**src/hyper_defs.svh**
```systemverilog
////////////////////////////////////////////////////////////////////////////
// Channel count, bus widths and FIFO depths of the HyperBus engine
////////////////////////////////////////////////////////////////////////////

`ifndef HYPER_DEFS_SVH
`define HYPER_DEFS_SVH

// Command channels
`define HYPER_NB_CH 4

// HyperBus address and transfer length in 32-bit words
`define HYPER_ADDR_W 32
`define HYPER_LEN_W 8

// Queue depths
`define HYPER_CMD_DEPTH 4
`define HYPER_RX_DEPTH 4

`endif

```
**src/hyper_pkg.sv**
```systemverilog
////////////////////////////////////////////////////////////////////////////
// Data, beat, channel-id and command types of the HyperBus engine
////////////////////////////////////////////////////////////////////////////

`include "hyper_defs.svh"

package hyper_pkg;

   localparam int CH_W = $clog2(`HYPER_NB_CH);

   // uDMA side word and PHY side beat
   typedef logic [31:0] word_t;
   typedef logic [15:0] beat_t;

   typedef logic [CH_W-1:0] ch_id_t;

   // One queued transfer request
   typedef struct packed {
      logic                    write;
      logic [`HYPER_ADDR_W-1:0] addr;
      logic [`HYPER_LEN_W-1:0]  len;
      ch_id_t                  ch;
   } hyper_cmd_t;

endpackage

```
**src/hyper_rx_packer.sv**
```systemverilog
////////////////////////////////////////////////////////////////////////////
// Read path, 16-bit PHY beats to 32-bit uDMA words
////////////////////////////////////////////////////////////////////////////

`timescale 1ns/1ps

module hyper_rx_packer
   import hyper_pkg::*;
(
   input  logic  sys_clk_i,
   input  logic  rst_n_i,
   input  logic  rx_en_i,
   input  logic  rx_valid_i,
   input  beat_t rx_data_i,
   output logic  rx_ready_o,
   output logic  rx_beat_o,
   output logic  word_valid_o,
   output word_t word_o,
   input  logic  word_ready_i
);

   beat_t low_q;
   logic  half_q;

   // Stall the PHY while the read FIFO is full
   assign rx_ready_o   = rx_en_i & word_ready_i;
   assign rx_beat_o    = rx_valid_i & rx_ready_o;

   // Second beat completes the word in the same cycle
   assign word_valid_o = rx_beat_o & half_q;
   assign word_o       = {rx_data_i, low_q};

   always_ff @(posedge sys_clk_i)
   begin
      if (rx_beat_o && !half_q)
         low_q <= rx_data_i;
   end

   always_ff @(posedge sys_clk_i or negedge rst_n_i)
   begin
      if (!rst_n_i)
         half_q <= 1'b0;
      else if (rx_beat_o)
         half_q <= ~half_q;
   end

endmodule

```
**config.mk**
```make
export PLATFORM = sky130hd
export DESIGN_NAME = hyper_rx_packer
export DESIGN_NICKNAME = d
export VERILOG_FILES = /design/src/hyper_pkg.sv /design/src/hyper_rx_packer.sv
export VERILOG_INCLUDE_DIRS = /design/src
export SDC_FILE = /design/constraint.sdc
export NUM_CORES = 1
export LEC_CHECK = 0
export BUFFER_PORTS_ARGS = -buffer_cell sky130_fd_sc_hd__buf_4
export CORE_MARGIN = 8
export CORE_UTILIZATION = 25
export CTS_CLUSTER_DIAMETER = 30
export DETAILED_ROUTE_END_ITERATION = 7
export HOLD_SLACK_MARGIN = 0.15
export PLACE_DENSITY = 0.53
export SYNTH_ARGS = -nofsm -noshare
export SYNTH_HDL_FRONTEND = slang
export SYNTH_SLANG_ARGS = --single-unit
```
**constraint.sdc**
```tcl
create_clock -name sys_clk_i -period 4.1 [get_ports sys_clk_i]
set_input_delay 0.615 -clock sys_clk_i [delete_from_list [all_inputs] [get_ports sys_clk_i]]
set_output_delay 0.615 -clock sys_clk_i [all_outputs]
set_load 0.1 [all_outputs]
```
# Yosys cells after proc, flatten, opt, wreduce, memory -nomap -nowiden
# Cells that the tools add are included.
# totals
regBits	17
input_bits	21
output_inout_bits	35
# op_classes
bitwise	4
reduce_logical	2
# op_table
operator	n
$and 1x1->1	3
$logic_and 1x1->1	1
$logic_not 1->1	1
$not 1->1	1

# Longest topological paths before layout
# depth
ltp_word	3
mapped_depth	3

# Worst setup path after synthesis
# Ideal clock, no wire load.
# synth_path
path_type	input to output
start	input rx_en_i
end	output word_valid_o
arrival_time_ns	1.900
required_ns	3.485
setup_slack_ns	1.585
path_stages	3
n_path_buf	0
cell_sequence	nand3_2 > inv_2 > and2_1
# synth_via
elab_chain_cells	3
# synth_lines
element	line_no	text
from (decl)	hyper_rx_packer.sv:12	input logic rx_en_i,
$and 1x1->1	hyper_rx_packer.sv:26	assign rx_ready_o = rx_en_i & word_ready_i;
$and 1x1->1	hyper_rx_packer.sv:27	assign rx_beat_o = rx_valid_i & rx_ready_o;
net rx_beat_o	hyper_rx_packer.sv:16	output logic rx_beat_o,
$and 1x1->1	hyper_rx_packer.sv:30	assign word_valid_o = rx_beat_o & half_q;
to (decl)	hyper_rx_packer.sv:17	output logic word_valid_o,
# The timed path passes the listed nets, and every way through them passes these cells.

# Worst setup path after layout
# layout_path
start	input rx_en_i
end	output word_valid_o
# layout_via
elab_chain_cells	3
# layout_lines
element	line_no
$and 1x1->1	hyper_rx_packer.sv:26
$and 1x1->1	hyper_rx_packer.sv:27
$and 1x1->1	hyper_rx_packer.sv:30
# No other way between the ends.

==> results.yml <==
timing:
  fin_crit_sh_pct: 46.1
  hold_viol_final: 0
  finalSetupTns_ps: 0
  setup_violations: 0
  fin_skew_ps: 9.41
  relSlewSlack_pct: 81.1
  worst_pin_slew_ps: 286
  maxSlewViolCount: 0
  setup_slack_ps: 2210
  fmax_ghz: 0.529
  rsz0062_at_grt: "false"
  period_needed_ps: 1890
min_path:
  hold_class: "reg2reg"
  worst_hold_startpoint: "half_q"
  hold_depth: 1
  hold_end: "half_q"
setup_path:
  path_max_fanout: 3
  cp_data_required_time_ps: 3480
  crit_path_start_kind: "primary input"
  cp-end-kind: "primary output"
  cp-startpoint: "rx_en_i"
  rrSetupSlack_ps: 3010
  r2r-end: "low_q[10]"
  r2r_start: "half_q"
  r2r_cells: 2
  arrival_ps: 1280
  worstSetupPathType: "in2out"
drt:
  viasPerCell: 3.93
  drtPass1Iterations: 2
  postRouteAntennaNets: 0
  drt_iter0_markers: 11
  drc_errors: 0
  via_count: 448
  routed_wl_mm: 1.62
  wl_per_cell_um: 14.2
placed_design:
  place_hpwl_mm: 1.35
  globalplace.congestion: 0.639
  dp_cells: 109
  port_buffers: 55
  place_ws_ps: 2210
cts:
  cts-root-buf: "clkbuf_4"
  clkTransAtPathRegs_ps: 100
  clkLatencyLatePin_ps: 280
  clk_path_buf_depth: 2
  post-cts-setup-buffer-count: 0
  cts_tree: "built"
  cts_sinks: 17
  htree_num_levels: 1
  cts_resized: 0
  numCtsBuffers: 3
die:
  row_count: 18
  die_area_um2: 4570
  io_pins: 56
  coreArea_um2: 2500
  die_w_um: 67.6
  fp.dieH_um: 67.6
  start_util_pct: 26.6
global_route:
  grt.overflow.total: 0
  antenna_found_initial: 0
  grt_pass1_vias: 498
  grt_first_pass_wirelength_mm: 2.33
  grt_max_degree: 17
  track_usage_pct: 6.81
job:
  drv_cap: 0
layout:
  area_growth_pct: 56.2
  nets: 106
  drive_above_1_share_pct: 73.8
  diodes: 0
  fin_cells: 114
pwr:
  powerDensity_nw_per_um2: 465
  leakage_nw: 0.467
  ir_drop_v: 0.000164
logic_synthesis:
  ys_seq_area_share_pct: 75.9
  synth_top_area_share_pct: 72.2
  syn_inst: 39
  ys_types: 9
  syn_area_um2: 666
  avgSynthCellArea_um2: 17.1
  ys_ff_latch: 17
  synthTopCellsByArea: "edfxtp_1 72%, buf_4 18%, dfrtp_1 3.8%"
  yosysWarnings: 0
  syn_nets: 60
  synth.largest_area_cell: "edfxtp_1"
run_status:
  status: "finished, final reports clean"
per-layer routing:
layer / wire length (um) / track usage, % / vias to the layer above
li1: - / - / 208
met1: 564 / 6.59 / 209
met2: 842 / 12.1 / 29
met3: 201 / 2.65 / 2
met4: 9 / 3.92 / 0
met5: 0 / 0 / -
stage by stage:
step	utilization (%)	hold slack, ps	power, W	instance area [um2]
finish	41.6	514	0.000484	1040
global route	41.6	497	0.000503	1040
CTS	41.6	508	0.000490	1040
detailed placement	40.1	391	0.000404	1000
global placement	40.1	390	0.000402	1000
floorplan	-	319	0.000366	666
synth_stat cells (all sizes together):
library cell	instances
nand3	1
edfxtp	16
and2	2
buf	16
nor2	1
dfrtp	1
xnor2	1
inv	1
cells by family after synthesis:
logic type	after synthesis	synth area share, %
XOR/XNOR	1	1.32
buffers and inverters	17	18.6
flip-flops	17	75.9
AND/OR/NAND/NOR	4	4.14
worst max path at each step:
stage	cells past startpoint	slack [ps]	to
6_report	5	2210	word_valid_o
5_1_grt	5	2150	word_valid_o
4_1_cts	5	2210	word_valid_o
3_5_place_dp	5	2210	word_valid_o
3_3_place_gp	5	2230	word_valid_o
2_1_floorplan	3	1590	word_valid_o
sequential cells by signal, summed over array words and instances (netlist names):
| register | cells |
|---|---|
| half_q | 1 |
| low_q | 16 |
layout by cell type (no fill, tap or decap):
cell / Yosys / layout
nor2_1: 1 / 1
dlygate4sd3_1: 0 / 1
and2_1: 1 / 1
inv_2: 1 / 1
buf_4: 16 / 56
and2_2: 1 / 1
nand3_2: 1 / 1
dfrtp_1: 1 / 1
clkbuf_4: 0 / 3
clkbuf_1: 0 / 1
xnor2_1: 1 / 1
edfxtp_1: 16 / 16
layout make-up:
type,instances,area (um2)
repair buffers,57,430
multi-input cells,5,36.3
well taps,30,37.5
flip-flops and latches,17,505
fillers,253,1460
clock buffers,4,26.3
inverters,1,3.75
power breakdown:
group	total [W]	leakage, nW	switching [W]	internal, W
combinational	0.000187	0.295	0.000147	0.0000397
clock	0.0000850	0.0150	0.0000474	0.0000377
sequential	0.000212	0.157	0.00000674	0.000205
critical path: stages:
cell and delay, ps:
buf_4 90, nand3_2 100, inv_2 70, and2_1 120, buf_4 280
repair_timing:
| item | CTS | global route |
|---|---|---|
| endpoints found under the setup margin | 0 | 0 |
| hold endpoints to repair | 1 | 0 |
| hold buffers | 1 | 0 |
Note: power is estimated with default switching activity, not from simulation.
