### src/hyper_defs.svh
////////////////////////////////////////////////////////////////////////////
// Channel count, bus widths and FIFO depths of the HyperBus engine
////////////////////////////////////////////////////////////////////////////

`ifndef HYPER_DEFS_SVH
`define HYPER_DEFS_SVH

// Command channels
`define HYPER_NB_CH 4

// HyperBus address and transfer length in 32-bit words
`define HYPER_ADDR_W 32
`define HYPER_LEN_W 8

// Queue depths
`define HYPER_CMD_DEPTH 4
`define HYPER_RX_DEPTH 4

`endif

### src/hyper_pkg.sv
////////////////////////////////////////////////////////////////////////////
// Data, beat, channel-id and command types of the HyperBus engine
////////////////////////////////////////////////////////////////////////////

`include "hyper_defs.svh"

package hyper_pkg;

   localparam int CH_W = $clog2(`HYPER_NB_CH);

   // uDMA side word and PHY side beat
   typedef logic [31:0] word_t;
   typedef logic [15:0] beat_t;

   typedef logic [CH_W-1:0] ch_id_t;

   // One queued transfer request
   typedef struct packed {
      logic                    write;
      logic [`HYPER_ADDR_W-1:0] addr;
      logic [`HYPER_LEN_W-1:0]  len;
      ch_id_t                  ch;
   } hyper_cmd_t;

endpackage

### src/hyper_tx_splitter.sv
////////////////////////////////////////////////////////////////////////////
// Write path, 32-bit uDMA words to 16-bit PHY beats
////////////////////////////////////////////////////////////////////////////

`timescale 1ns/1ps

module hyper_tx_splitter
   import hyper_pkg::*;
(
   input  logic  sys_clk_i,
   input  logic  rst_n_i,
   input  logic  tx_en_i,
   input  word_t data_tx_i,
   input  logic  data_tx_valid_i,
   output logic  data_tx_ready_o,
   output logic  tx_valid_o,
   output beat_t tx_data_o,
   input  logic  tx_ready_i,
   output logic  tx_beat_o
);

   word_t word_q;
   logic  full_q;
   logic  half_q;

   assign data_tx_ready_o = tx_en_i & ~full_q;
   assign tx_valid_o      = tx_en_i & full_q;
   // Low half goes out first
   assign tx_data_o       = half_q ? word_q[31:16] : word_q[15:0];
   assign tx_beat_o       = tx_valid_o & tx_ready_i;

   always_ff @(posedge sys_clk_i)
   begin
      if (data_tx_valid_i && data_tx_ready_o)
         word_q <= data_tx_i;
   end

   always_ff @(posedge sys_clk_i or negedge rst_n_i)
   begin
      if (!rst_n_i)
      begin
         full_q <= 1'b0;
         half_q <= 1'b0;
      end
      else if (data_tx_valid_i && data_tx_ready_o)
      begin
         full_q <= 1'b1;
         half_q <= 1'b0;
      end
      else if (tx_beat_o)
      begin
         // Word released after its high half
         full_q <= ~half_q;
         half_q <= ~half_q;
      end
   end

endmodule

### config.mk
export PLATFORM = sky130hd
export DESIGN_NAME = hyper_tx_splitter
export DESIGN_NICKNAME = d
export VERILOG_FILES = /design/src/hyper_pkg.sv /design/src/hyper_tx_splitter.sv
export VERILOG_INCLUDE_DIRS = /design/src
export SDC_FILE = /design/constraint.sdc
export NUM_CORES = 1
export LEC_CHECK = 0
export BUFFER_PORTS_ARGS = -buffer_cell sky130_fd_sc_hd__buf_2
export CORE_MARGIN = 2
export CORE_UTILIZATION = 43
export DETAILED_ROUTE_END_ITERATION = 8
export GPL_TIMING_DRIVEN = 0
export PLACE_DENSITY = 0.74
export REMOVE_ABC_BUFFERS = 1
export SLEW_MARGIN = 20
export SYNTH_ARGS = -nofsm -noshare
export SYNTH_HDL_FRONTEND = slang
export SYNTH_SLANG_ARGS = --single-unit
### constraint.sdc
create_clock -name sys_clk_i -period 3 [get_ports sys_clk_i]
set_clock_uncertainty 0.2 [all_clocks]
set_input_delay 0.45 -clock sys_clk_i [delete_from_list [all_inputs] [get_ports sys_clk_i]]
set_output_delay 0.45 -clock sys_clk_i [all_outputs]
set_load 0.02 [all_outputs]
Yosys cells after proc, flatten, opt, wreduce, memory -nomap -nowiden --
Index checks and enable logic that the tools add are counted. Widths: inputs -> output; s select.
Word-level totals: bits in latches 0, memory bits (writable) 0, input port bits 37, bits in registers 34, bits in read-only memories 0, memories 0
Cells by class: div/mod/pow operators 0, shifts and indexed selects 0, equal/unequal tests 0, magnitude comparators 0, bitwise gates (word level) 5, muxes and demuxes 4, reduce and logical (&&, ||, !) cells 2, multipliers 0, add/sub/neg operators 0
Operators with widths (count):
- $mux 16 | 1
- $and 1x1->1 | 3
- $mux 1 | 3
- $not 1->1 | 2
- $reduce_bool 2->1 | 1
- $logic_and 1x1->1 | 1

Longest topological paths before layout --
word-level depth 4, depth in mapped cells 3

Least setup slack after synthesis --
OpenSTA, ideal clock, no wires.
path kind input to register, start point input port tx_en_i, end point register word_q[0], enable pin, data required time 2.408 ns, data arrival time 1.685 ns, library setup time 0.392 ns, path buffers 0, setup slack 0.723 ns, cell stages on the path 2, cells stage by stage nor2b_1 -> and2_1
On the way: longest elaborated chain between the ends 2
Ends and longest elaborated chain:
- from (decl) | RTL line hyper_tx_splitter.sv:12 | input logic tx_en_i,
- $and 1x1->1 | RTL line hyper_tx_splitter.sv:26 | assign data_tx_ready_o = tx_en_i & ~full_q;
- $logic_and 1x1->1 | RTL line hyper_tx_splitter.sv:34 | if (data_tx_valid_i && data_tx_ready_o)
- to (signal assigned) | RTL line hyper_tx_splitter.sv:35 | word_q <= data_tx_i;
- to (decl) | RTL line hyper_tx_splitter.sv:22 | word_t word_q;
No other way between the ends. A chain may end at the register's enable or synchronous reset.

Worst setup path after layout --
start point register half_q, end point output port tx_data_o[4]
On the way: longest elaborated chain between the ends 1
Ends and longest elaborated chain:
- from (decl) | RTL line hyper_tx_splitter.sv:24 | logic half_q;
- from (signal assigned) | RTL line hyper_tx_splitter.sv:54 | half_q <= ~half_q;
- $mux 16 | RTL line hyper_tx_splitter.sv:29 | assign tx_data_o = half_q ? word_q[31:16] : word_q[15:0];
- to (decl) | RTL line hyper_tx_splitter.sv:17 | output beat_t tx_data_o,
No other way between the ends.

==> results.py <==
metrics = {
    "status": {
        "run_status": "finished, violations left",
        "violations": "design-rule violations",
    },
    "setup_path": {
        "crit_path_top_delay_cell": "dfrtp_1",
        "worstPathBufferInverterCount": 1,
        "worst_setup_path_end_kind": "output port",
        "path_cells": "mux2_2, buf_2",
        "timing.critical_path.arrival_ns": 1.74,
        "worstPathMaxFanout": 20,
        "critical-path-top-delay-family": "flip-flops",
        "worst_setup_sp_type": "flip-flop",
        "critical-path-max-stage-delay_ns": 0.83,
        "path_class": "flip-flop to output port",
        "worstPathRequired_ns": 2.35,
    },
    "cts": {
        "cts_resized": 0,
        "later_pin_clock_latency_in_the_skew_report_ns": 0.32,
        "ctsLongestPathBuffers": 2,
        "cts_tree": "built",
        "post_cts.repair.setup_buffers": 0,
        "tritoncts.num_buffers": 5,
        "clock_sinks": 34,
        "cts.clk_slew.worst_paths_ns": 0.10,
        "cts_root_buffer": "clkbuf_4",
        "clock_tree.htree_level_count": 2,
    },
    "layout": {
        "syn2layout_area_growth_pct": 27.8,
        "multi_input_comb_area_um2": 249,
        "final_net_count": 160,
        "layout-drive-gt1-share_pct": 64.5,
        "seq_area_um2": 1010,
        "filler_cell_count": 226,
        "postLayoutCoreUtil_pct": 58.4,
        "antennaDiodeCount": 0,
    },
    "pwr": {
        "cellPowerDensity_nw_per_um2": 736,
        "p_total_mw": 1.20,
        "vdd_ir_drop_max_v": 0.000409,
        "p_leak_nw": 0.655,
    },
    "synthesis": {
        "synth_warnings": 0,
        "library_cell_with_the_highest_instance_count_after_synthesis": "edfxtp_1",
        "ys.flop_type": "edfxtp_1",
        "synth_commonest_cells": "32 x edfxtp_1, 16 x mux2_2",
        "synth_top_area_cell": "edfxtp_1",
        "synth_enable_flop_cells": 32,
        "asyncSetResetFlopFracSynth_pct": 5.88,
        "synthesis.area_per_instance_um2": 20.7,
        "yosys_register_bits": 34,
        "synthesis.area_um2": 1280,
        "syn_inst": 62,
        "synthTopCellsByArea": "edfxtp_1 75%, mux2_2 14%, dfrtp_1 3.9%",
        "synth_top_area_share_pct": 75.0,
        "synth.distinct_cells": 11,
        "yosysSeqAreaShare_pct": 78.9,
    },
    "sta": {
        "fin_setup_tns_ns": 0,
        "timing.final.setup_violations": 0,
        "hold_viol_final": 0,
        "fmax_mhz": 418,
        "rsz0062_at_grt": "no",
        "time_the_worst_path_needs_with_i_o_delays_and_setup_ns": 2.39,
        "period_share_pct": 79.8,
        "slew_viol_final": 0,
        "tightestPinTransition_ns": 0.742,
        "timing.slew.headroom_pct": 50.6,
    },
    "detailed_routing": {
        "routed-via-count": 770,
        "wl_met1_um": 691,
        "drc": 3,
        "drt_first_pass_iters": 6,
        "routed_wl_um": 2150,
        "maxUsedRoutingLayer": "met4",
        "wl_met3_um": 186,
        "vias_per_cell": 4.97,
        "routed-wl-met2_um": 1200,
        "drtIter0Drc": 24,
        "avgRoutedWirePerCell_um": 13.9,
        "ant_nets": 0,
    },
    "job": {
        "max_cap_viol_count": 0,
    },
    "die": {
        "initial_utilization_pct": 45.7,
        "io-pin-count": 56,
        "die_x_um": 58.6,
        "design.die.area_um2": 3430,
        "placement_rows": 19,
        "coreArea_um2": 2810,
        "fp.dieH_um": 58.6,
    },
    "global_route": {
        "first_pass_grt_wire_length_um": 3240,
        "grt_pass1_vias": 785,
        "grt_max_degree": 33,
        "groute.usage.overall_pct": 13.7,
        "grt_overflow": 0,
        "grt_antenna_before_repair": 0,
    },
    "placement": {
        "routabilityCongestion": 0.603,
        "port_buffers": 55,
    },
    "hold_path": {
        "hold_path_class": "primary input to flip-flop",
    },
}
## layout make-up
type | count | share of cell area [%]
sequential | 34 | 61.7
timing repair buffer | 56 | 17.4
multi-input combinational | 26 | 15.2
tap | 31 | 2.37
clock buffer | 5 | 2.29
clock inverter | 3 | 0.993
## worst reg2reg max path: stages (launching register included)
cell and delay [ns]:
dfrtp_1 0.45, nor2b_1 0.16, and2_2 0.62
## registers in the layout, summed over array words and instances (netlist names)
signal,count
full_q,1
word_q,32
half_q,1
## worst paths after layout
| kind | end | slack, ns | depth (start not counted) | from |
|---|---|---|---|---|
| setup / recovery | tx_data_o[4] | 0.61 | 2 | half_q |
| hold / removal | word_q[3] | 0.09 | 1 | data_tx_i[3] |
| setup reg to reg | word_q[23] | 1.18 | 2 | full_q |
| hold reg to reg | half_q | 0.46 | 1 | full_q |
| max in group asynchronous | half_q | 2.28 | 2 | rst_n_i |
| min in group asynchronous | full_q | 0.23 | 2 | rst_n_i |
## cells by family after synthesis
kind of cell           count (synthesis)  synth area share (%)
flip-flops                            34                  78.9
buffers and inverters                  2                  1.76
AO/OA/AOI/OAI                          4                  1.95
multiplexers                          16                  14.1
AND/OR/NAND/NOR                        6                  3.32
## routing by layer
metal | up-vias | track usage (%)
li1 | 366 | -
met1 | 359 | 11.1
met2 | 37 | 25.2
met3 | 8 | 5.93
met4 | 0 | 10.7
met5 | - | 0
## placed cells by master (no fill, tap or decap), drive strengths merged
| cell | synthesis | final |
|---|---|---|
| o21ai | 1 | 1 |
| dfrtp | 2 | 2 |
| and4b | 1 | 1 |
| clkinv | 0 | 2 |
| a21oi | 2 | 2 |
| a221o | 1 | 1 |
| clkinvlp | 0 | 1 |
| clkbuf | 0 | 5 |
| and3 | 1 | 1 |
| buf | 2 | 55 |
| dlygate4sd3 | 0 | 1 |
| mux2 | 16 | 16 |
| edfxtp | 32 | 32 |
| and2 | 2 | 2 |
| nor2b | 2 | 2 |
## power by group
| group | leakage [nW] | switching, mW | internal (mW) |
|---|---|---|---|
| Sequential | 0.313 | 0.0622 | 0.571 |
| Clock | 0.0286 | 0.144 | 0.0870 |
| Combinational | 0.313 | 0.173 | 0.167 |
| Total | 0.655 | 0.379 | 0.826 |
## per-stage QoR
stage / hold WS [ns] / cell area (µm²) / worst slack [ns] / instances
2_1_floorplan: -0.0456 / 1260 / 0.723 / 60
3_3_place_gp: 0.0341 / 1570 / 0.677 / 146
3_5_place_dp: 0.0351 / 1570 / 0.933 / 146
4_1_cts: 0.0675 / 1640 / 0.547 / 155
5_1_grt: 0.0664 / 1640 / 0.493 / 155
6_report: 0.0929 / 1640 / 0.607 / 155
## what timing repair did
action / in CTS / in global routing
endpoints found under the hold margin: 2 / 0
endpoints found under the setup margin: 0 / 0
hold buffers: 1 / 0
Note: power is estimated with default switching activity, not from simulation.
