**src/hyper_defs.svh**
```systemverilog
////////////////////////////////////////////////////////////////////////////
// Channel count, bus widths and FIFO depths of the HyperBus engine
////////////////////////////////////////////////////////////////////////////

`ifndef HYPER_DEFS_SVH
`define HYPER_DEFS_SVH

// Command channels
`define HYPER_NB_CH 4

// HyperBus address and transfer length in 32-bit words
`define HYPER_ADDR_W 32
`define HYPER_LEN_W 8

// Queue depths
`define HYPER_CMD_DEPTH 4
`define HYPER_RX_DEPTH 4

`endif

```
**src/hyper_pkg.sv**
```systemverilog
////////////////////////////////////////////////////////////////////////////
// Data, beat, channel-id and command types of the HyperBus engine
////////////////////////////////////////////////////////////////////////////

`include "hyper_defs.svh"

package hyper_pkg;

   localparam int CH_W = $clog2(`HYPER_NB_CH);

   // uDMA side word and PHY side beat
   typedef logic [31:0] word_t;
   typedef logic [15:0] beat_t;

   typedef logic [CH_W-1:0] ch_id_t;

   // One queued transfer request
   typedef struct packed {
      logic                    write;
      logic [`HYPER_ADDR_W-1:0] addr;
      logic [`HYPER_LEN_W-1:0]  len;
      ch_id_t                  ch;
   } hyper_cmd_t;

endpackage

```
**src/hyper_trans_ctrl.sv**
```systemverilog
////////////////////////////////////////////////////////////////////////////
// Transaction controller, one PHY transaction at a time
// Counts data beats and raises the per-channel end of transfer
////////////////////////////////////////////////////////////////////////////

`timescale 1ns/1ps
`include "hyper_defs.svh"

module hyper_trans_ctrl
   import hyper_pkg::*;
(
   input  logic                     sys_clk_i,
   input  logic                     rst_n_i,
   input  logic                     q_valid_i,
   input  hyper_cmd_t               q_cmd_i,
   output logic                     q_ready_o,
   output logic                     trans_valid_o,
   output logic [`HYPER_ADDR_W-1:0] trans_addr_o,
   output logic                     trans_write_o,
   output logic [`HYPER_LEN_W:0]    trans_burst_o,
   input  logic                     trans_ready_i,
   output logic                     tx_en_o,
   output logic                     rx_en_o,
   input  logic                     tx_beat_i,
   input  logic                     rx_beat_i,
   output logic [`HYPER_NB_CH-1:0]  evt_eot_o
);

   typedef enum logic [1:0] {st_idle, st_req, st_data, st_end} state_t;

   state_t                state_q;
   hyper_cmd_t            cmd_q;
   logic [`HYPER_LEN_W:0] beat_cnt_q;
   logic                  beat;

   assign q_ready_o     = (state_q == st_idle);
   assign trans_valid_o = (state_q == st_req);
   assign trans_addr_o  = cmd_q.addr;
   assign trans_write_o = cmd_q.write;
   // Burst in 16-bit beats
   assign trans_burst_o = {cmd_q.len, 1'b0};

   assign tx_en_o = (state_q == st_data) & cmd_q.write;
   assign rx_en_o = (state_q == st_data) & ~cmd_q.write;
   assign beat    = cmd_q.write ? tx_beat_i : rx_beat_i;

   always_comb
   begin
      evt_eot_o = '0;
      if (state_q == st_end)
         evt_eot_o[cmd_q.ch] = 1'b1;
   end

   always_ff @(posedge sys_clk_i)
   begin
      if (q_valid_i && q_ready_o)
         cmd_q <= q_cmd_i;
   end

   always_ff @(posedge sys_clk_i or negedge rst_n_i)
   begin
      if (!rst_n_i)
      begin
         state_q    <= st_idle;
         beat_cnt_q <= '0;
      end
      else
      begin
         case (state_q)
            st_idle:
               if (q_valid_i)
               begin
                  state_q    <= st_req;
                  beat_cnt_q <= {q_cmd_i.len, 1'b0};
               end
            st_req:
               if (trans_ready_i)
                  state_q <= st_data;
            st_data:
               if (beat)
               begin
                  beat_cnt_q <= beat_cnt_q - 1'b1;
                  if (beat_cnt_q == 'd1)
                     state_q <= st_end;
               end
            default:
               state_q <= st_idle;
         endcase
      end
   end

endmodule

```
**config.mk**
```make
export PLATFORM = sky130hd
export DESIGN_NAME = hyper_trans_ctrl
export DESIGN_NICKNAME = d
export VERILOG_FILES = /design/src/hyper_pkg.sv /design/src/hyper_trans_ctrl.sv
export VERILOG_INCLUDE_DIRS = /design/src
export SDC_FILE = /design/constraint.sdc
export NUM_CORES = 1
export LEC_CHECK = 0
export BUFFER_PORTS_ARGS = -buffer_cell sky130_fd_sc_hd__buf_2
export CAP_MARGIN = 20
export CORE_ASPECT_RATIO = 1.4
export CORE_MARGIN = 1.5
export CORE_UTILIZATION = 48
export CTS_CLUSTER_DIAMETER = 50
export DETAILED_ROUTE_END_ITERATION = 12
export PLACE_DENSITY = 0.9
export SETUP_SLACK_MARGIN = 0.3
export SKIP_LAST_GASP = 1
export SYNTH_ARGS = -nofsm -noshare
export SYNTH_HDL_FRONTEND = slang
export SYNTH_SLANG_ARGS = --single-unit
```
**constraint.sdc**
```tcl
create_clock -name sys_clk_i -period 2.81 [get_ports sys_clk_i]
set_clock_uncertainty 0.2 [all_clocks]
set_input_delay 0.843 -clock sys_clk_i [delete_from_list [all_inputs] [get_ports sys_clk_i]]
set_output_delay 0.843 -clock sys_clk_i [all_outputs]
set_load 0.03 [all_outputs]
```
Yosys cells after proc, flatten, opt, wreduce, memory -nomap -nowiden
Cells that the tools add are included.
W data, S select, Z words.
{"block": "word_totals", "regBits": 54, "latch_bits": 0, "ramBits": 0, "rom_bits": 0, "input_bits": 49, "out_inout_bits": 50, "word_cells": 38, "n_memories": 0}
{"block": "op_classes", "addsub": 1, "multipliers": 0, "n_div": 0, "magnitude_cmp": 2, "n_eq_ne": 8, "n_shift": 0, "n_mux": 12, "bitwise": 3, "n_reduce_logical": 6}
{"operator": "$mux W9", "count": 2}
{"operator": "$pmux W9 S2", "count": 1}
{"operator": "$eq A9 B1 Y1 const B", "count": 1}
{"operator": "$sub A9 B1 Y9 const B", "count": 1}
{"operator": "$mux W2", "count": 4}
{"operator": "$pmux W2 S3", "count": 1}
{"operator": "$eq A2 B2 Y1 const B", "count": 2}
{"operator": "$mux W4", "count": 1}
{"operator": "$ne A2 B1 Y1 const B", "count": 2}
{"operator": "$ne A2 B2 Y1 const B", "count": 2}
{"operator": "$reduce_and A4 Y1", "count": 1}
{"operator": "$lt A2 B3 Y1 const B", "count": 1}
{"operator": "$reduce_and A3 Y1", "count": 1}
{"operator": "$and A1 B1 Y1", "count": 2}
{"operator": "$demux W1 S2", "count": 1}
{"operator": "$eq A2 B1 Y1 const B", "count": 1}
{"operator": "$ge A2 B1 Y1 const B", "count": 1}
{"operator": "$logic_and A1 B1 Y1", "count": 2}
{"operator": "$logic_not A2 Y1", "count": 1}
{"operator": "$mux W1", "count": 2}
{"operator": "$reduce_bool A2 Y1", "count": 1}
{"operator": "$not A1 Y1", "count": 1}

Longest topological paths before layout
{"block": "depth", "word_depth": 5, "ltp_mapped": 7, "depth_no_buf": 6}

Worst setup path before layout
Ideal clock, no wire load.
{"block": "synth_timing", "path_kind": "register to output", "startpoint": "register state_q[0]", "endpoint": "output rx_en_o", "arrival_time_ps": 1702, "t_required_ps": 1767, "slack_ps": 65, "stages_incl_launch_ff": 6, "path_buffers": 2, "cell_sequence": "dfrtp_1 inv_1 ha_1 buf_1 buf_2 nor2b_1"}
{"block": "synth_via", "elab_chain_len": 2}
{"item": "start, declared", "line": "hyper_trans_ctrl.sv:31", "rtl": "state_t state_q;"}
{"item": "start signal, assigned", "line": "hyper_trans_ctrl.sv:64", "rtl": "state_q <= st_idle;"}
{"item": "start signal, assigned", "line": "hyper_trans_ctrl.sv:73", "rtl": "state_q <= st_req;"}
{"item": "start signal, assigned", "line": "hyper_trans_ctrl.sv:78", "rtl": "state_q <= st_data;"}
{"item": "$eq A2 B2 Y1", "line": "hyper_trans_ctrl.sv:44", "rtl": "assign rx_en_o = (state_q == st_data) & ~cmd_q.write;"}
{"item": "$and A1 B1 Y1", "line": "hyper_trans_ctrl.sv:44"}
{"item": "end, declared", "line": "hyper_trans_ctrl.sv:23", "rtl": "output logic rx_en_o,"}
No other way between the ends.

Final worst setup path
Ends and elaborated chain as after synthesis.

==> results.ini <==
[synthesis]
avgSynthCellArea_um2 = 13.6
syn-cell-area_um2 = 2450
netlist-cell-type-count = 39
yosys_warnings = 0
synthArstFlopShare_pct = 20.4
ys_ff_latch = 54
synth_edf_count = 43
syn-num-nets = 237
synthTopCellsByArea = edfxtp_1, buf_4, dfrtp_1
synth_ff_type = edfxtp_1
synth.largest_area_cell = edfxtp_1
netlist.area_leader.share_pct = 52.6
synthCells = 181
yosysSeqAreaShare_pct = 63.8

[final_layout]
area_growth_pct = 16.4
instances_no_fill = 309
antenna_cells = 0
drive_gt1_share_pct = 47.3
nNetsFinal = 300

[die]
die_w_um = 63.4
core-area_um2 = 4880
io_pins = 99
die-area_um2 = 5560
initial_core_util_pct = 50.3
die_h_um = 87.6
num_rows = 30

[setup_path]
crit_type = register to output pin
arrival_ns = 1.36
cp-end-kind = output pin
setup.worst_path.start_class = register
crit_fanout = 5
required_ns = 1.77

[hold_path]
hold_class = input pin to asynchronous set/reset pin

[route]
post_drt_wl_per_cell_um = 14.2
first_pass_iters = 4
drcViolationCount = 0
vias_per_cell = 4.93
dr.first_iter.drc_count = 77
wl_um = 4400
drtAntennaViolNets = 0
via_count = 1524

[timing]
hold_violations = 0
finalSetupViolations = 0
fin_crit_ns = 2.40
setup-tns-final_ns = 0
finalCritPeriodShare_pct = 85.6
worstMarginPinSlew_ns = 0.503
fmax_mhz = 416
slew_headroom_pct = 65.5
drv_slew = 0
worst_slack_ns = 0.405
rsz0062_at_grt = false

[global_route]
antenna_found_initial = 0
track_usage_pct = 16.1
overflow = 0
grt_pass1_vias = 1427
grt_pass1_wl_um = 6730
grt_max_degree = 35

[placed_design]
gp_congestion = 0.848
place_inst = 301
portBuffers = 97
dp_hpwl_um = 3310
place_ws_ns = 0.506

[cts]
hold_buffers = 0
cts_made_buffers = 5
cts_setup_buffers = 0
cts_sinks = 54
clkTransAtPathRegs_ns = 0.10
cts_root_buf = clkbuf_8
clk_path_buf_depth = 2
clk_latency_ns = 0.30
post_cts_resize_count = 0
cts_tree = built
cts_max_level = 2

[power]
vdd_drop_max_uv = 480
powerDensity_nw_per_um2 = 995
cellLeakagePower_nw = 1.22

[run_status]
status = complete, no violations

[flow_run]
maxCapViolations = 0

## sequential cells by signal, summed over array words and instances, names as in the netlist
signal	flops
trans_addr_o	32
beat_cnt_q	9
trans_burst_o	8
cmd_q	2
state_q	2
trans_write_o	1
## stage by stage
| stage | util, % | hold WS, ns | cell area, µm² | total power [mW] |
|---|---|---|---|---|
| after floorplan | - | 0.322 | 2470 | 2.15 |
| after global placement | 56.2 | 0.366 | 2740 | 2.30 |
| after detailed placement | 56.2 | 0.384 | 2740 | 2.34 |
| after CTS | 58.5 | 0.209 | 2850 | 2.84 |
| after global routing | 58.5 | 0.210 | 2860 | 3.00 |
| final | 58.5 | 0.204 | 2860 | 2.84 |
## synthesized netlist by cell type (3+ instances only)
| master | n |
|---|---|
| a31oi_1 | 3 |
| or3_1 | 4 |
| o311ai_0 | 4 |
| nand2_1 | 7 |
| a21oi_1 | 4 |
| mux2i_1 | 5 |
| nor2_1 | 7 |
| dfrtp_1 | 11 |
| inv_1 | 8 |
| edfxtp_1 | 43 |
| nor2b_1 | 4 |
| o21ai_0 | 4 |
| buf_4 | 41 |
| ha_1 | 7 |
## cell usage in the layout, fill, tap and decap left out, types with 2 or more instances in the layout
cell,Yosys,final
mux2i_1,5,5
o22ai_1,2,2
nor3_1,2,2
nor2b_1,4,3
inv_1,8,7
nand2_1,7,7
a31oi_1,3,3
clkinvlp_4,0,2
nor4_1,2,2
o21ai_0,4,4
dfrtp_1,11,9
or3_1,4,4
nor2_1,7,7
buf_2,1,97
edfxtp_1,43,43
ha_1,7,7
a21oi_1,4,4
dfrtp_2,0,2
clkbuf_8,0,5
o311ai_0,4,4
o22a_1,2,2
## final timing paths
check | slack [ns] | from | depth (start not counted) | to
setup / recovery | 0.41 | state_q[0] | 4 | rx_en_o
hold / removal | 0.20 | rst_n_i | 1 | beat_cnt_q[1]
setup reg to reg | 0.64 | beat_cnt_q[0] | 5 | state_q[1]
hold reg to reg | 0.40 | state_q[1] | 1 | state_q[1]
max in group asynchronous | 1.95 | rst_n_i | 1 | state_q[1]
min in group sys_clk_i | 0.40 | state_q[1] | 1 | state_q[1]
## final cells by class
type,count,area (µm²)
well taps,64,80.1
clock buffers,6,72.6
flip-flops and latches,54,1570
clock inverters,2,37.5
inverters,8,33.8
repair buffers,99,513
fillers,411,2020
multi-input cells,76,549
## per-layer routing
metal	global-route usage (%)	share of wire [%]	vias to the layer above
met5	0	0	-
met2	27.8	53	81
li1	-	-	734
met3	2.83	5.7	16
met4	10.1	3.4	0
met1	18.5	38	693
## critical path: stages, from the launching register on
cell and delay, ns:
dfrtp_2 0.45, inv_1 0.09, ha_1 0.19, nor2b_4 0.13, buf_2 0.20
## power by group
group / internal (mW) / switching [mW]
Clock: 0.266 / 0.241
Combinational: 0.383 / 0.719
Sequential: 1.10 / 0.129
Total: 1.75 / 1.09
## kinds of logic (layout without fill, tap and decap cells)
group                      Yosys count  count (layout)  synth area share (%)
DFF                                 54              54                  63.8
buffers and inverters               51             115                  14.1
and+or+nand+nor                     36              36                  8.21
AOI/OAI and AO/OA                   26              26                  7.45
adders and majority gates            7               7                  3.57
muxes                                6               6                  2.65
other                                1               1                 0.153
No activity file was read; power rests on OpenSTA's default activity.
