**config.mk**
```make
export PLATFORM = sky130hd
export DESIGN_NAME = hyper_fifo
export DESIGN_NICKNAME = d
export VERILOG_FILES = /design/src/hyper_pkg.sv /design/src/hyper_fifo.sv
export VERILOG_INCLUDE_DIRS = /design/src
export SDC_FILE = /design/constraint.sdc
export NUM_CORES = 1
export LEC_CHECK = 0
export ABC_AREA = 1
export BUFFER_PORTS_ARGS = -buffer_cell sky130_fd_sc_hd__buf_2
export CAP_MARGIN = 10
export CORE_MARGIN = 3
export CORE_UTILIZATION = 55
export CTS_BUF_LIST = sky130_fd_sc_hd__clkbuf_8
export DETAILED_ROUTE_END_ITERATION = 10
export PLACE_DENSITY = 0.75
export SYNTH_ARGS = -nofsm -noshare
export SYNTH_HDL_FRONTEND = slang
export SYNTH_SLANG_ARGS = --single-unit
```
**constraint.sdc**
```tcl
create_clock -name sys_clk_i -period 3.5 [get_ports sys_clk_i]
set_input_delay 0.35 -clock sys_clk_i [delete_from_list [all_inputs] [get_ports sys_clk_i]]
set_output_delay 0.35 -clock sys_clk_i [all_outputs]
set_load 0.005 [all_outputs]
```
**src/hyper_defs.svh**
```systemverilog
////////////////////////////////////////////////////////////////////////////
// Channel count, bus widths and FIFO depths of the HyperBus engine
////////////////////////////////////////////////////////////////////////////

`ifndef HYPER_DEFS_SVH
`define HYPER_DEFS_SVH

// Command channels
`define HYPER_NB_CH 4

// HyperBus address and transfer length in 32-bit words
`define HYPER_ADDR_W 32
`define HYPER_LEN_W 8

// Queue depths
`define HYPER_CMD_DEPTH 4
`define HYPER_RX_DEPTH 4

`endif

```
**src/hyper_pkg.sv**
```systemverilog
////////////////////////////////////////////////////////////////////////////
// Data, beat, channel-id and command types of the HyperBus engine
////////////////////////////////////////////////////////////////////////////

`include "hyper_defs.svh"

package hyper_pkg;

   localparam int CH_W = $clog2(`HYPER_NB_CH);

   // uDMA side word and PHY side beat
   typedef logic [31:0] word_t;
   typedef logic [15:0] beat_t;

   typedef logic [CH_W-1:0] ch_id_t;

   // One queued transfer request
   typedef struct packed {
      logic                    write;
      logic [`HYPER_ADDR_W-1:0] addr;
      logic [`HYPER_LEN_W-1:0]  len;
      ch_id_t                  ch;
   } hyper_cmd_t;

endpackage

```
**src/hyper_fifo.sv**
```systemverilog
////////////////////////////////////////////////////////////////////////////
// Synchronous valid/ready FIFO with a type-parameter payload
////////////////////////////////////////////////////////////////////////////

`timescale 1ns/1ps
`include "hyper_defs.svh"

module hyper_fifo
   import hyper_pkg::*;
#(
   parameter type T     = word_t,
   parameter int  DEPTH = `HYPER_CMD_DEPTH
)
(
   input  logic sys_clk_i,
   input  logic rst_n_i,
   input  logic push_valid_i,
   input  T     push_data_i,
   output logic push_ready_o,
   output logic pop_valid_o,
   output T     pop_data_o,
   input  logic pop_ready_i
);

   localparam int AW = (DEPTH > 1) ? $clog2(DEPTH) : 1;
   localparam int CW = $clog2(DEPTH + 1);

   T              mem [DEPTH];
   logic [AW-1:0] wr_ptr_q;
   logic [AW-1:0] rd_ptr_q;
   logic [CW-1:0] count_q;
   logic          push;
   logic          pop;

   function automatic logic [AW-1:0] ptr_inc(input logic [AW-1:0] ptr);
      return (ptr == AW'(DEPTH - 1)) ? '0 : ptr + 1'b1;
   endfunction

   assign push_ready_o = (count_q != CW'(DEPTH));
   assign pop_valid_o  = (count_q != '0);
   assign pop_data_o   = mem[rd_ptr_q];
   assign push         = push_valid_i & push_ready_o;
   assign pop          = pop_valid_o & pop_ready_i;

   always_ff @(posedge sys_clk_i)
   begin
      if (push)
         mem[wr_ptr_q] <= push_data_i;
   end

   always_ff @(posedge sys_clk_i or negedge rst_n_i)
   begin
      if (!rst_n_i)
      begin
         wr_ptr_q <= '0;
         rd_ptr_q <= '0;
         count_q  <= '0;
      end
      else
      begin
         if (push)
            wr_ptr_q <= ptr_inc(wr_ptr_q);
         if (pop)
            rd_ptr_q <= ptr_inc(rd_ptr_q);
         // Simultaneous push and pop keeps the fill level
         if (push && !pop)
            count_q <= count_q + 1'b1;
         else if (pop && !push)
            count_q <= count_q - 1'b1;
      end
   end

endmodule

```
## Word level (Yosys, flattened, before mapping)

Memory sizes are Yosys's and may differ from the RTL's.
Cells that the tools add are included.
Widths: inputs -> output; s select.

| word-level totals | value |
|---|---|
| memories | 1 |
| bits of input ports | 36 |
| word-level logic and storage cells | 25 |
| RAM bits | 128 |
| flip-flop bits (word level) | 7 |
| output and inout bits | 34 |

| cells by class | value |
|---|---|
| reduce and logical (&&, ||, !) cells | 6 |
| bitwise logic cells | 2 |
| mux-type cells | 6 |
| equal/unequal tests | 3 |
| $add $sub $neg | 4 |

Memories:

| name | depth | bits a word | read ports | clocked after Yosys merged registers in | write ports | RTL line | text |
|---|---|---|---|---|---|---|---|
| mem | 4 | 32 | 1 | 0 | 1 | hyper_fifo.sv:28 | `T mem [DEPTH];` |

Operators with widths:

| operator | number |
|---|---|
| $mux 3 | 2 |
| $add 2x1->2 const B | 2 |
| $eq 2x2->1 const B | 2 |
| $mux 2 | 2 |
| $add 3x1->3 const B | 1 |
| $ne 3x3->1 const B | 1 |
| $reduce_bool 3->1 | 1 |
| $sub 3x1->3 const B | 1 |
| $and 1x1->1 | 2 |
| $logic_and 1x1->1 | 2 |
| $logic_not 1->1 | 2 |
| $mux 1 | 2 |
| $reduce_bool 2->1 | 1 |

## Depth between registers and ports, before layout

Gate-level depths: netlist of the first run.

| logic depth | value |
|---|---|
| depth after elaboration | 6 |
| mapped depth | 12 |
| gate-level depth less buffers | 12 |

## Least setup slack after synthesis of the first run

No wires, ideal clock.

| path | value |
|---|---|
| kind | reg2reg |
| from | reg count_q[0] |
| to | mem mem[0][0] (netlist name), enable pin |
| cell stages (with the launch flop) | 5 |
| required time | 3.079 ns |
| buffers on the path | 0 |
| library setup time | 0.421 ns |
| path slack | 0.954 ns |
| arrival | 2.125 ns |
| clock period less this slack | 2.546 ns |
| cell sequence | dfrtp_1 -> inv_1 -> nand3_1 -> nand2_1 -> nor2_1 |

| on the way | value |
|---|---|
| longest elaborated chain between the ends | 4 |

RTL lines:

| what | RTL line | text |
|---|---|---|
| start: declaration | hyper_fifo.sv:31 | `logic [CW-1:0] count_q;` |
| start signal: assignment | hyper_fifo.sv:67 | `count_q <= count_q + 1'b1;` |
| start signal: assignment | hyper_fifo.sv:69 | `count_q <= count_q - 1'b1;` |
| $ne 3x3->1 | hyper_fifo.sv:39 | `assign push_ready_o = (count_q != CW'(DEPTH));` |
| net push_ready_o | hyper_fifo.sv:19 | `output logic push_ready_o,` |
| $and 1x1->1 | hyper_fifo.sv:42 | `assign push = push_valid_i & push_ready_o;` |
| $mux 1 | hyper_fifo.sv:47 | `if (push)` |
| $mux 1 (implied by the code) | hyper_fifo.sv:48 | `mem[wr_ptr_q] <= push_data_i;` |
| end: declaration | hyper_fifo.sv:28 |  |

The timed path passes the listed nets, and every way through them passes these cells.

==> results of run 1 <==
[Yosys cell counts (all sizes together)]
library cell	instances	area, um2
buf	20	101.4
clkbuf	1	3.750
dfrtp	7	175.2
edfxtp	128	3844
fa	1	20.02
ha	6	75.07
inv	78	292.8
nand2	111	416.7
nand3	7	35.03
nand4	1	6.260
nor2	6	22.52
o211ai	64	480.5
o21ai	1	5.000
xnor2	1	8.760
[per-stage QoR]
stage	util, %	total power (W)	hold WS, ns	area (um2)	setup WS [ns]
after global routing	67.22	0.005499	0.1333	6359	0.9551
after floorplan	-	0.003328	0.05441	5487	0.9537
after global placement	62.90	0.003861	0.1910	5949	1.386
after CTS	67.22	0.005216	0.1351	6359	1.110
final	67.22	0.005152	0.1484	6359	1.130
after detailed placement	62.90	0.003923	0.1953	5949	1.263
[kinds of logic (layout without fill, tap and decap cells)]
group	Yosys count	after routing	synth area share, %
AO/OA/AOI/OAI	65	65	8.848
AND/OR/NAND/NOR	125	125	8.757
flip-flops	135	135	73.25
adder cells (fa/ha/maj)	7	7	1.733
buffers and inverters	99	180	7.252
XOR/XNOR	1	1	0.1597
[metal layers]
metal | global-route usage (%) | vias up | share of wire [%]
met2 | 31.06 | 64 | 51
li1 | - | 1623 | -
met4 | 5.273 | 0 | 0.95
met3 | 5.328 | 7 | 4.1
met5 | 0 | - | 0
met1 | 22.54 | 1552 | 44
[power breakdown]
group,leakage (nW),internal [W],switching [W]
Clock,0.205,0.000754,0.000534
Combinational,1.12,0.000586,0.000963
Sequential,1.26,0.00214,0.000180
Total,2.58,0.00348,0.00168
[how the worst min path moves through the flow]
stage	startpoint	end	slack [ns]	cells after the start
global placement	rst_n_i	count_q[0]$_DFFE_PN0P_	0.19	1
finish	push_data_i[27]	mem[0][27]$_DFFE_PP_	0.15	1
floorplan	rst_n_i	count_q[0]$_DFFE_PN0P_	0.05	0
detailed placement	rst_n_i	rd_ptr_q[1]$_DFFE_PN0P_	0.20	1
CTS	push_data_i[6]	mem[0][6]$_DFFE_PP_	0.14	1
global route	push_data_i[1]	mem[0][1]$_DFFE_PP_	0.13	1
[state kept, by name, indices dropped and copies added, names as in the netlist]
| register | count |
|---|---|
| rd_ptr_q | 2 |
| mem | 128 |
| count_q | 3 |
| wr_ptr_q | 2 |
[layout make-up]
class | count | area, um2
clock buffers | 17 | 234.0
clock inverters | 13 | 165.2
fillers | 688 | 3100
inverters | 78 | 292.8
multi-input cells | 198 | 1100
flip-flops and latches | 135 | 4023
well taps | 129 | 161.4
repair buffers | 72 | 382.9
==> qor.yml, run 1 <==
status:
  status: "finished clean"
timing:
  totalNegativeSetupSlack_ns: 0
  final.min_clock_period_ns: 2.370
  finalClockSkew_ns: 0.009887
  tightest_slew_ns: 1.009
  rsz0062_at_grt: "no"
  slew_violations: 0
  setup_viol: 0
  period_share_pct: 67.72
  fmax_mhz: 421.9
  finalHoldViolCount: 0
  slew_headroom_pct: 32.61
die:
  start_util_pct: 58.00
  die_h_um: 105.9
  die-area_um2: 11210
  die_w_um: 105.9
  num_rows: 35
  core-area_um2: 9459
  ios: 70
critical_path:
  cp_max_fo: 75
  cp_num_cells: 5
  cp-startpoint: "rd_ptr_q[0]$_DFFE_PN0P_"
  start_kind: "flop"
  regToRegEndpoint: "mem[0][23]$_DFFE_PP_"
  endpoint_kind: "output pin"
  worstPathRequired_ns: 3.15
  critical-path-slowest-cell: "dfrtp_4"
  critical-path-max-stage-delay_ns: 0.79
  critPathKind: "reg2out"
  reg2reg_from: "count_q[0]$_DFFE_PN0P_"
  critPathCapture: "pop_data_o[16]"
  r2r.worst_path.cells: 4
  reg2reg_slack_ns: 1.31
  cp_common_cell: "nand2_1"
  path_cells: "buf_12 -> nand2_1 -> o211ai_1 -> nand2_1 -> buf_2"
  cpLargestDelayFamily: "flip-flops"
  path_buf_inv: 2
  worstPathArrival_ns: 2.02
synthesis:
  avgSynthCellArea_um2: 12.70
  yosysUniqueCellTypes: 17
  ys_ff_latch: 135
  yosysWarningCount: 0
  synth_nets: 475
  syn_inst: 432
  syn_area_um2: 5487
  yosysSeqAreaShare_pct: 73.25
finish:
  final_cell_mix: "edfxtp_1, nand2_1, inv_1, buf_2, o211ai_1"
  diodes: 0
  final_common_cell: "edfxtp_1"
  drive_above_1_share_pct: 20.08
  fin_nets: 545
  syn2layout_area_growth_pct: 15.90
  final_cells: 642
route:
  drc: 0
  drt-total-wl_um: 9660
  vias_per_cell: 5.056
  detail_route.iter0.violations: 205
  dr_total_vias: 3246
  wl_per_cell_um: 15.05
  final_antenna_net_count: 0
  dr.pass1.iters: 4
grt:
  antenna_found_initial: 0
  grt_usage_pct: 18.16
  grt.overflow.total: 0
  grt_pass1_vias: 3185
  grt_pass1_wl_um: 15540
  grt_max_degree: 76
power_and_ir_drop:
  ir_drop_uv: 448.7
  p_leak_nw: 2.582
  power.density_nw_per_um2: 810.2
clock_network:
  numCtsBuffers: 17
  clk_path_buf_depth: 2
  clock_latency_ns: 0.42
  clock-sinks: 135
  root_buffer: "clkbuf_8"
  h-tree-depth: 4
  cts_tree: "built"
  clkTransAtPathRegs_ns: 0.07
  cts-resized-gates: 0
  holdBufCountCts: 1
  post-cts-setup-buffer-count: 0
job:
  maxCapViolations: 0
placed_design:
  gp_congestion: 0.7534
  port_buffers: 69
  dp_hpwl_um: 5892
  post-place-cells: 611
min_path:
  hp-class: "in2reg"
(Power assumes the default switching activity.)
==> run 2: changes to the inputs <==
Settings changed: ABC_AREA 1 to 0, PLACE_DENSITY 0.75 to 0.76.
Clock period 3.5 ns to 2.2 ns, I/O delays scaled along.
==> run 2 against run 1 <==
Against the previous run: critical path depth grew 3; critical endpoint is now count_q[2]$_DFFE_PN0P_; largest power group unchanged; core utilization grew 5.3 points; sequential power grew 56%; register-to-register slack lost 1.2 ns; flip-flop and latch count is the same; routed wire length shrank 7.7%; worst hold slack lost 0.12 ns; clock skew grew 0.0022 ns.
==> qor.yml, run 2 <==
clock_network:
  numCtsBuffers: 17  # unchanged
  clkTransAtPathRegs_ns: 0.08  # about the same
  root_buffer: "clkbuf_8"
  clock_latency_ns: 0.42  # about the same
  clk_path_buf_depth: 2  # unchanged
  cts_tree: "built"
  clock-sinks: 135  # unchanged
  h-tree-depth: 4  # unchanged
finish:
  diodes: 0  # unchanged
  final_common_cell: "edfxtp_1"
  largest_reg_flops: 128  # unchanged
  regMostFlops: "mem"
  final_util_pct: 72.55  # +5.3 points
  syn2layout_area_growth_pct: 25.73
  fin_nets: 369  # -32%
  top_regs: "mem: 128 flops, count_q: 3 flops"
  final_cell_mix: "edfxtp_1, buf_2, mux4_2, dlygate4sd3_1, clkbuf_8"
  drive_above_1_share_pct: 46.02  # +26 points
  fill_cells: 544  # -21%
power_and_ir_drop:
  p_total_w: 0.008358  # +62%
  p_leak_nw: 2.305  # -11%
  p_sw_w: 0.002290  # +37%
  ir_drop_uv: 633.4  # +41%
  seqPwrFrac_pct: 43.3  # -1.6 points
  p_clk_share_pct: 28.2  # +3.2 points
  power.density_nw_per_um2: 1302  # +61%
  switching_share_pct: 27.40  # -5.2 points
  internal_power_w: 0.006068  # +75%
  combPwrFrac_pct: 28.5  # -1.6 points
critical_path:
  critPathCapture: "count_q[2]$_DFFE_PN0P_"
  r2r.worst_path.cells: 8  # +4
  regToRegEndpoint: "count_q[2]$_DFFE_PN0P_"
  cp_max_fo: 4  # -95%
  worstPathArrival_ns: 2.42  # +0.40 ns
  cp-startpoint: "count_q[0]$_DFFE_PN0P_"
  start_kind: "flop"
  worstPathRequired_ns: 2.54  # -0.61 ns
  reg2reg_slack_ns: 0.12  # -1.19 ns
  endpoint_kind: "flop"
  critPathKind: "reg2reg"
  reg2reg_from: "count_q[0]$_DFFE_PN0P_"
synthesis:
  synth_ff_type: "edfxtp_1"
  yosysWarningCount: 0  # unchanged
  synth_top_family_by_area: "multiplexers"
  synth-edff-count: 128  # unchanged
  yosysSeqAreaShare_pct: 78.71  # +5.5 points
  avgSynthCellArea_um2: 24.91  # +96%
  yosys.area.top_type: "edfxtp_1"
  synth_area_leaders: "edfxtp_1, mux4_2, dfrtp_1"
  synth_mux_area_share_pct: 15.51  # +16 points
  synthSimpleGateAreaFrac_pct: 1.201  # -7.6 points
  synth_commonest_cells: "edfxtp_1, mux4_2, dfrtp_1, ha_1, mux2_2"
  syn_area_um2: 5106  # -6.9%
  synth_nets: 248  # -48%
  syn_inst: 205  # -53%
  synth_fa_ha_area_share_pct: 1.862  # +0.13 points
  synth_compound_area_share_pct: 0.2205  # -8.6 points
  synth.most_common_cell: "edfxtp_1"
  synth_top_area_share_pct: 75.28  # +5.2 points
  yosysUniqueCellTypes: 20  # +3
  yosys.area_share.xor_xnor_pct: 0.5146  # +0.35 points
  async_flop_share_pct: 5.185  # unchanged
  ys_ff_latch: 135  # unchanged
timing:
  slew_headroom_pct: 73.76  # +41 points
  final.min_clock_period_ns: 2.076
  finalWorstSetupSlack_ns: 0.1244  # -1.006 ns
  rsz0062_at_grt: "no"
  finalClockSkew_ns: 0.01209  # +0.002208 ns
  period_share_pct: 94.35
  finalHoldViolCount: 0  # unchanged
  fmax_mhz: 481.8
  totalNegativeSetupSlack_ns: 0  # unchanged
  slew_violations: 0  # unchanged
  setup_viol: 0  # unchanged
  tightest_slew_ns: 0.3936  # -0.6149 ns
placed_design:
  pre_cts_ws_ns: 0.1301  # -1.132 ns
  gp_congestion: 0.7681  # +2.0%
  port_buffers: 69  # unchanged
  dp_hpwl_um: 5423  # -8.0%
grt:
  grt.overflow.total: 0  # unchanged
  grt_usage_pct: 19.10  # +0.94 points
  grt_pass1_wl_um: 14200  # -8.6%
  grt_max_degree: 28  # -63%
  grt_pass1_vias: 2615  # -18%
  antenna_found_initial: 0  # unchanged
die:
  num_rows: 34  # -2.9%
  core-area_um2: 8848  # -6.5%
  die-area_um2: 10480  # -6.5%
  die_w_um: 102.4  # -3.3%
  die_h_um: 102.4  # -3.3%
  ios: 70  # unchanged
  start_util_pct: 57.71  # -0.30 points
route:
  wl_per_cell_um: 19.94  # +33%
  drt-total-wl_um: 8912  # -7.7%
  vias_per_cell: 5.452  # +7.8%
  dr_total_vias: 2437  # -25%
  drc: 0  # unchanged
  dr.pass1.iters: 4  # unchanged
  final_antenna_net_count: 0  # unchanged
  detail_route.iter0.violations: 133  # -35%
status:
  status: "finished clean"
job:
  maxCapViolations: 0  # unchanged
min_path:
  hp-class: "in2reg"
-- run 2: cell count changes after synthesis, moves of 3 or more --
cell / change
and2_1: +4
buf_12: +3
buf_2: -15
inv_1: -74
mux2_2: +5
mux4_1: +4
mux4_2: +28
nand2_1: -110
nand3_1: -7
o211ai_1: -64
-- run 2: worst min-delay path by stage --
stage	from	endpoint	slack, ns	depth (start not counted)
final	push_data_i[3]	mem[1][3]$_DFFE_PP_	0.03	1
after global routing	push_data_i[3]	mem[0][3]$_DFFE_PP_	0.002	1
after CTS	push_data_i[19]	mem[0][19]$_DFFE_PP_	0.001	1
after detailed placement	rst_n_i	count_q[2]$_DFFE_PN0P_	0.07	1
after global placement	rst_n_i	count_q[2]$_DFFE_PN0P_	0.07	1
after floorplan	rst_n_i	count_q[0]$_DFFE_PN0P_	-0.08	0
-- run 2: critical path, cell delays in order (launching register included) --
cell     delay [ns]
dfrtp_1        0.44
or3_4          0.39
nand2_2        0.10
ha_1           0.19
inv_1          0.07
fa_1           0.37
xor2_1         0.17
nor2_1         0.11
xor2_1         0.16
-- run 2: metal layers --
metal | wire length (um) | part of all wire (%) | up-vias | track usage (%)
met1 | 3696 | 41 | 1253 | 24.23
li1 | - | - | 1108 | -
met4 | 98 | 1.1 | 0 | 6.862
met2 | 4803 | 54 | 68 | 32.03
met3 | 314 | 3.5 | 8 | 5.256
met5 | 0 | 0 | - | 0
-- run 2: logic make-up (layout without fill, tap and decap cells) --
group	Yosys count	after routing
DFF	135	135
muxes	37	37
and+or+nand+nor	11	11
buffers and inverters	11	145
adders and majority gates	7	7
xor gates and xnor gates	3	3
AOI/OAI and AO/OA	1	1
-- run 2: power groups by stage --
stage	Sequential, W	Combinational [W]	Clock [W]
floorplan	0.00358	0.00156	0
global placement	0.00367	0.00229	0
detailed placement	0.00370	0.00232	0
CTS	0.00366	0.00238	0.00241
global route	0.00367	0.00261	0.00253
finish	0.00362	0.00238	0.00236
-- run 2: area by class of cell --
class                   count  area, um2  area share [%]
repair buffers            110      785.8           12.24
clock inverters            15      239.0           3.722
well taps                 108      135.1           2.105
multi-input cells          59      991.0           15.44
inverters                   3      11.26          0.1754
flip-flops and latches    135       4024           62.68
clock buffers              17      234.0           3.645
-- run 2: stage by stage --
stage	hold WS, ns	area [um2]	cells
after floorplan	-0.07559	5106	205
after global placement	0.06911	5657	386
after detailed placement	0.07103	5657	386
after CTS	0.001347	6412	446
after global routing	0.002130	6420	447
final	0.03087	6420	447
-- run 2: timing repair --
action / 4_1_cts / 5_1_grt
gates resized for setup: 1 / 0
buffers inserted: 0 / 1
setup endpoints to repair: 9 / 8
hold buffers: 28 / 0
endpoints found under the hold margin: 106 / 0
==> run 3: changes to the inputs <==
Clock period 2.2 ns to 2.7 ns, I/O delays scaled along.
==> run 3 against run 2 <==
Against the previous run: first-iteration DRC count shrank 16%; clock skew shrank 0.0043 ns; highest routed layer unchanged; combinational power shrank 30%; clock-buffer cell count is the same; worst hold slack gained 0.024 ns; sequential power shrank 15%; flip-flop and latch count is the same; worst setup slack gained 0.19 ns.
==> qor.yml, run 3 (same netlist as run 2, synthesis figures left out) <==
status:
  status: "finished clean"
critical_path:
  path_buf_inv: 2  # +1
  worstPathRequired_ns: 2.43  # -0.11 ns
  critical-path-slowest-cell: "dfrtp_2"
  critical-path-max-stage-delay_ns: 0.76  # +0.32 ns
  worstPathArrival_ns: 2.11  # -0.31 ns
  cp_max_fo: 18  # +14
  cpLargestDelayFamily: "flip-flops"
  endpoint_kind: "output pin"
  path_cells: "buf_12 -> mux4_2 -> buf_2"
  critPathKind: "reg2out"
  start_kind: "flop"
timing:
  finalClockSkew_ns: 0.007749  # -0.004346 ns
  fmax_mhz: 419.5
  tightest_slew_ns: 0.8065  # +0.4129 ns
  slew_headroom_pct: 46.23  # -28 points
  rsz0062_at_grt: "no"
  slew_violations: 0  # unchanged
  final.min_clock_period_ns: 2.384
  finalHoldViolCount: 0  # unchanged
  setup_viol: 0  # unchanged
  period_share_pct: 88.29
  totalNegativeSetupSlack_ns: 0  # unchanged
grt:
  grt.overflow.total: 0  # unchanged
  grt_max_degree: 35  # +25%
  grt_pass1_wl_um: 13090  # -7.8%
  grt_usage_pct: 17.61  # -1.5 points
  grt_pass1_vias: 2479  # -5.2%
  antenna_found_initial: 0  # unchanged
power_and_ir_drop:
  p_clk_share_pct: 29.2  # +1.0 points
  power.density_nw_per_um2: 1098  # -16%
  internal_power_w: 0.004923  # -19%
  switching_share_pct: 26.43  # -0.96 points
  combPwrFrac_pct: 24.7  # -3.8 points
  p_leak_nw: 2.147  # -6.9%
  ir_drop_uv: 564.5  # -11%
  seqPwrFrac_pct: 46.1  # +2.8 points
  p_sw_w: 0.001769  # -23%
die:
  ios: 70  # unchanged
  core-area_um2: 8848  # unchanged
  start_util_pct: 57.71  # unchanged
  die_w_um: 102.4  # unchanged
  die-area_um2: 10480  # unchanged
  num_rows: 34  # unchanged
  die_h_um: 102.4  # unchanged
clock_network:
  cts_tree: "built"
  clock_latency_ns: 0.42  # about the same
  h-tree-depth: 4  # unchanged
  clkTransAtPathRegs_ns: 0.07  # about the same
  numCtsBuffers: 17  # unchanged
  cts-resized-gates: 0  # -1
  clock-sinks: 135  # unchanged
  clk_path_buf_depth: 2  # unchanged
  root_buffer: "clkbuf_8"
finish:
  drive_above_1_share_pct: 48.51  # +2.5 points
  diodes: 0  # unchanged
  final_cell_mix: "edfxtp_1, buf_2, mux4_2, clkbuf_8"
  stdcell_area_um2: 6097  # -5.0%
  fin_nets: 334  # -9.5%
  top_regs: "mem: 128 flops, count_q: 3 flops"
  largest_reg_flops: 128  # unchanged
  syn2layout_area_growth_pct: 19.41
  regMostFlops: "mem"
  final_common_cell: "edfxtp_1"
placed_design:
  port_buffers: 69  # unchanged
  placedInstanceArea_um2: 5604  # -0.93%
  gp_congestion: 0.7673  # -0.10%
  dp_hpwl_um: 5315  # -2.0%
route:
  top_layer: "met4"
  drc: 0  # unchanged
  dr.pass1.iters: 4  # unchanged
  drt-total-wl_um: 8349  # -6.3%
  final_antenna_net_count: 0  # unchanged
  vias_per_cell: 5.616  # +3.0%
  wl_met2_um: 4390  # -8.6%
  wl_met1_um: 3419  # -7.5%
  wl_per_cell_um: 20.31  # +1.9%
  detail_route.iter0.violations: 112  # -16%
  wl_met3_um: 477  # +52%
  dr_total_vias: 2308  # -5.3%
min_path:
  hp-class: "in2reg"
job:
  maxCapViolations: 0  # unchanged
==> run 3: changes by cell type in the layout (fill, tap and decap cells not counted), sizes merged <==
| cell | delta |
|---|---|
| inv | -4 |
| buf | -8 |
| dlygate4sd3 | -27 |
| bufinv | +1 |
| clkinvlp | +2 |
==> run 3: area by class of cell <==
| type | instances | area, um2 |
|---|---|---|
| sequential | 135 | 4021 |
| fill | 580 | 2751 |
| multi-input combinational | 59 | 991.0 |
| timing repair buffer | 75 | 455.4 |
| clock inverter | 14 | 249.0 |
| clock buffer | 17 | 234.0 |
| tap | 108 | 135.1 |
| inverter | 3 | 11.26 |
==> run 3: through the flow <==
| step | util (%) | total power, W | cells | setup WS, ns | hold slack [ns] |
|---|---|---|---|---|---|
| after floorplan | - | 0.004185 | 205 | 0.7482 | -0.02559 |
| after global placement | 63.33 | 0.004782 | 379 | 0.7083 | 0.1148 |
| after detailed placement | 63.33 | 0.004828 | 379 | 0.5986 | 0.1195 |
| after CTS | 68.91 | 0.006797 | 411 | 0.2336 | 0.02710 |
| after global routing | 68.91 | 0.007034 | 411 | 0.1680 | 0.04181 |
| final | 68.91 | 0.006692 | 411 | 0.3163 | 0.05480 |
==> run 3: final timing paths <==
kind,from,to,slack [ns],cells after the start
setup reg to reg,count_q[0]$_DFFE_PN0P_,count_q[2]$_DFFE_PN0P_,0.63,8
hold / removal,push_data_i[0],mem[0][0]$_DFFE_PP_,0.05,1
hold reg to reg,count_q[2]$_DFFE_PN0P_,count_q[2]$_DFFE_PN0P_,0.56,1
min in group asynchronous,rst_n_i,count_q[1]$_DFFE_PN0P_,0.21,2
setup / recovery,rd_ptr_q[0]$_DFFE_PN0P_,pop_data_o[9],0.32,3
max in group asynchronous,rst_n_i,rd_ptr_q[0]$_DFFE_PN0P_,2.31,2
==> run 3: repair_timing <==
action	CTS	global route
hold endpoints to repair	7	0
buffers inserted	0	0
hold buffers	1	0
==> run 3: metal layers <==
metal	vias to the layer above	track usage, %
li1	1033	-
met1	1198	22.33
met2	71	28.79
met3	6	5.870
met4	0	6.357
met5	-	0
==> run 3: power by group through the flow <==
stage | registers, W | clock network [W] | logic [W]
2_1_floorplan | 0.00292 | 0 | 0.00127
3_3_place_gp | 0.00311 | 0 | 0.00167
3_5_place_dp | 0.00314 | 0 | 0.00169
4_1_cts | 0.00310 | 0.00200 | 0.00170
5_1_grt | 0.00314 | 0.00208 | 0.00181
6_report | 0.00308 | 0.00195 | 0.00166
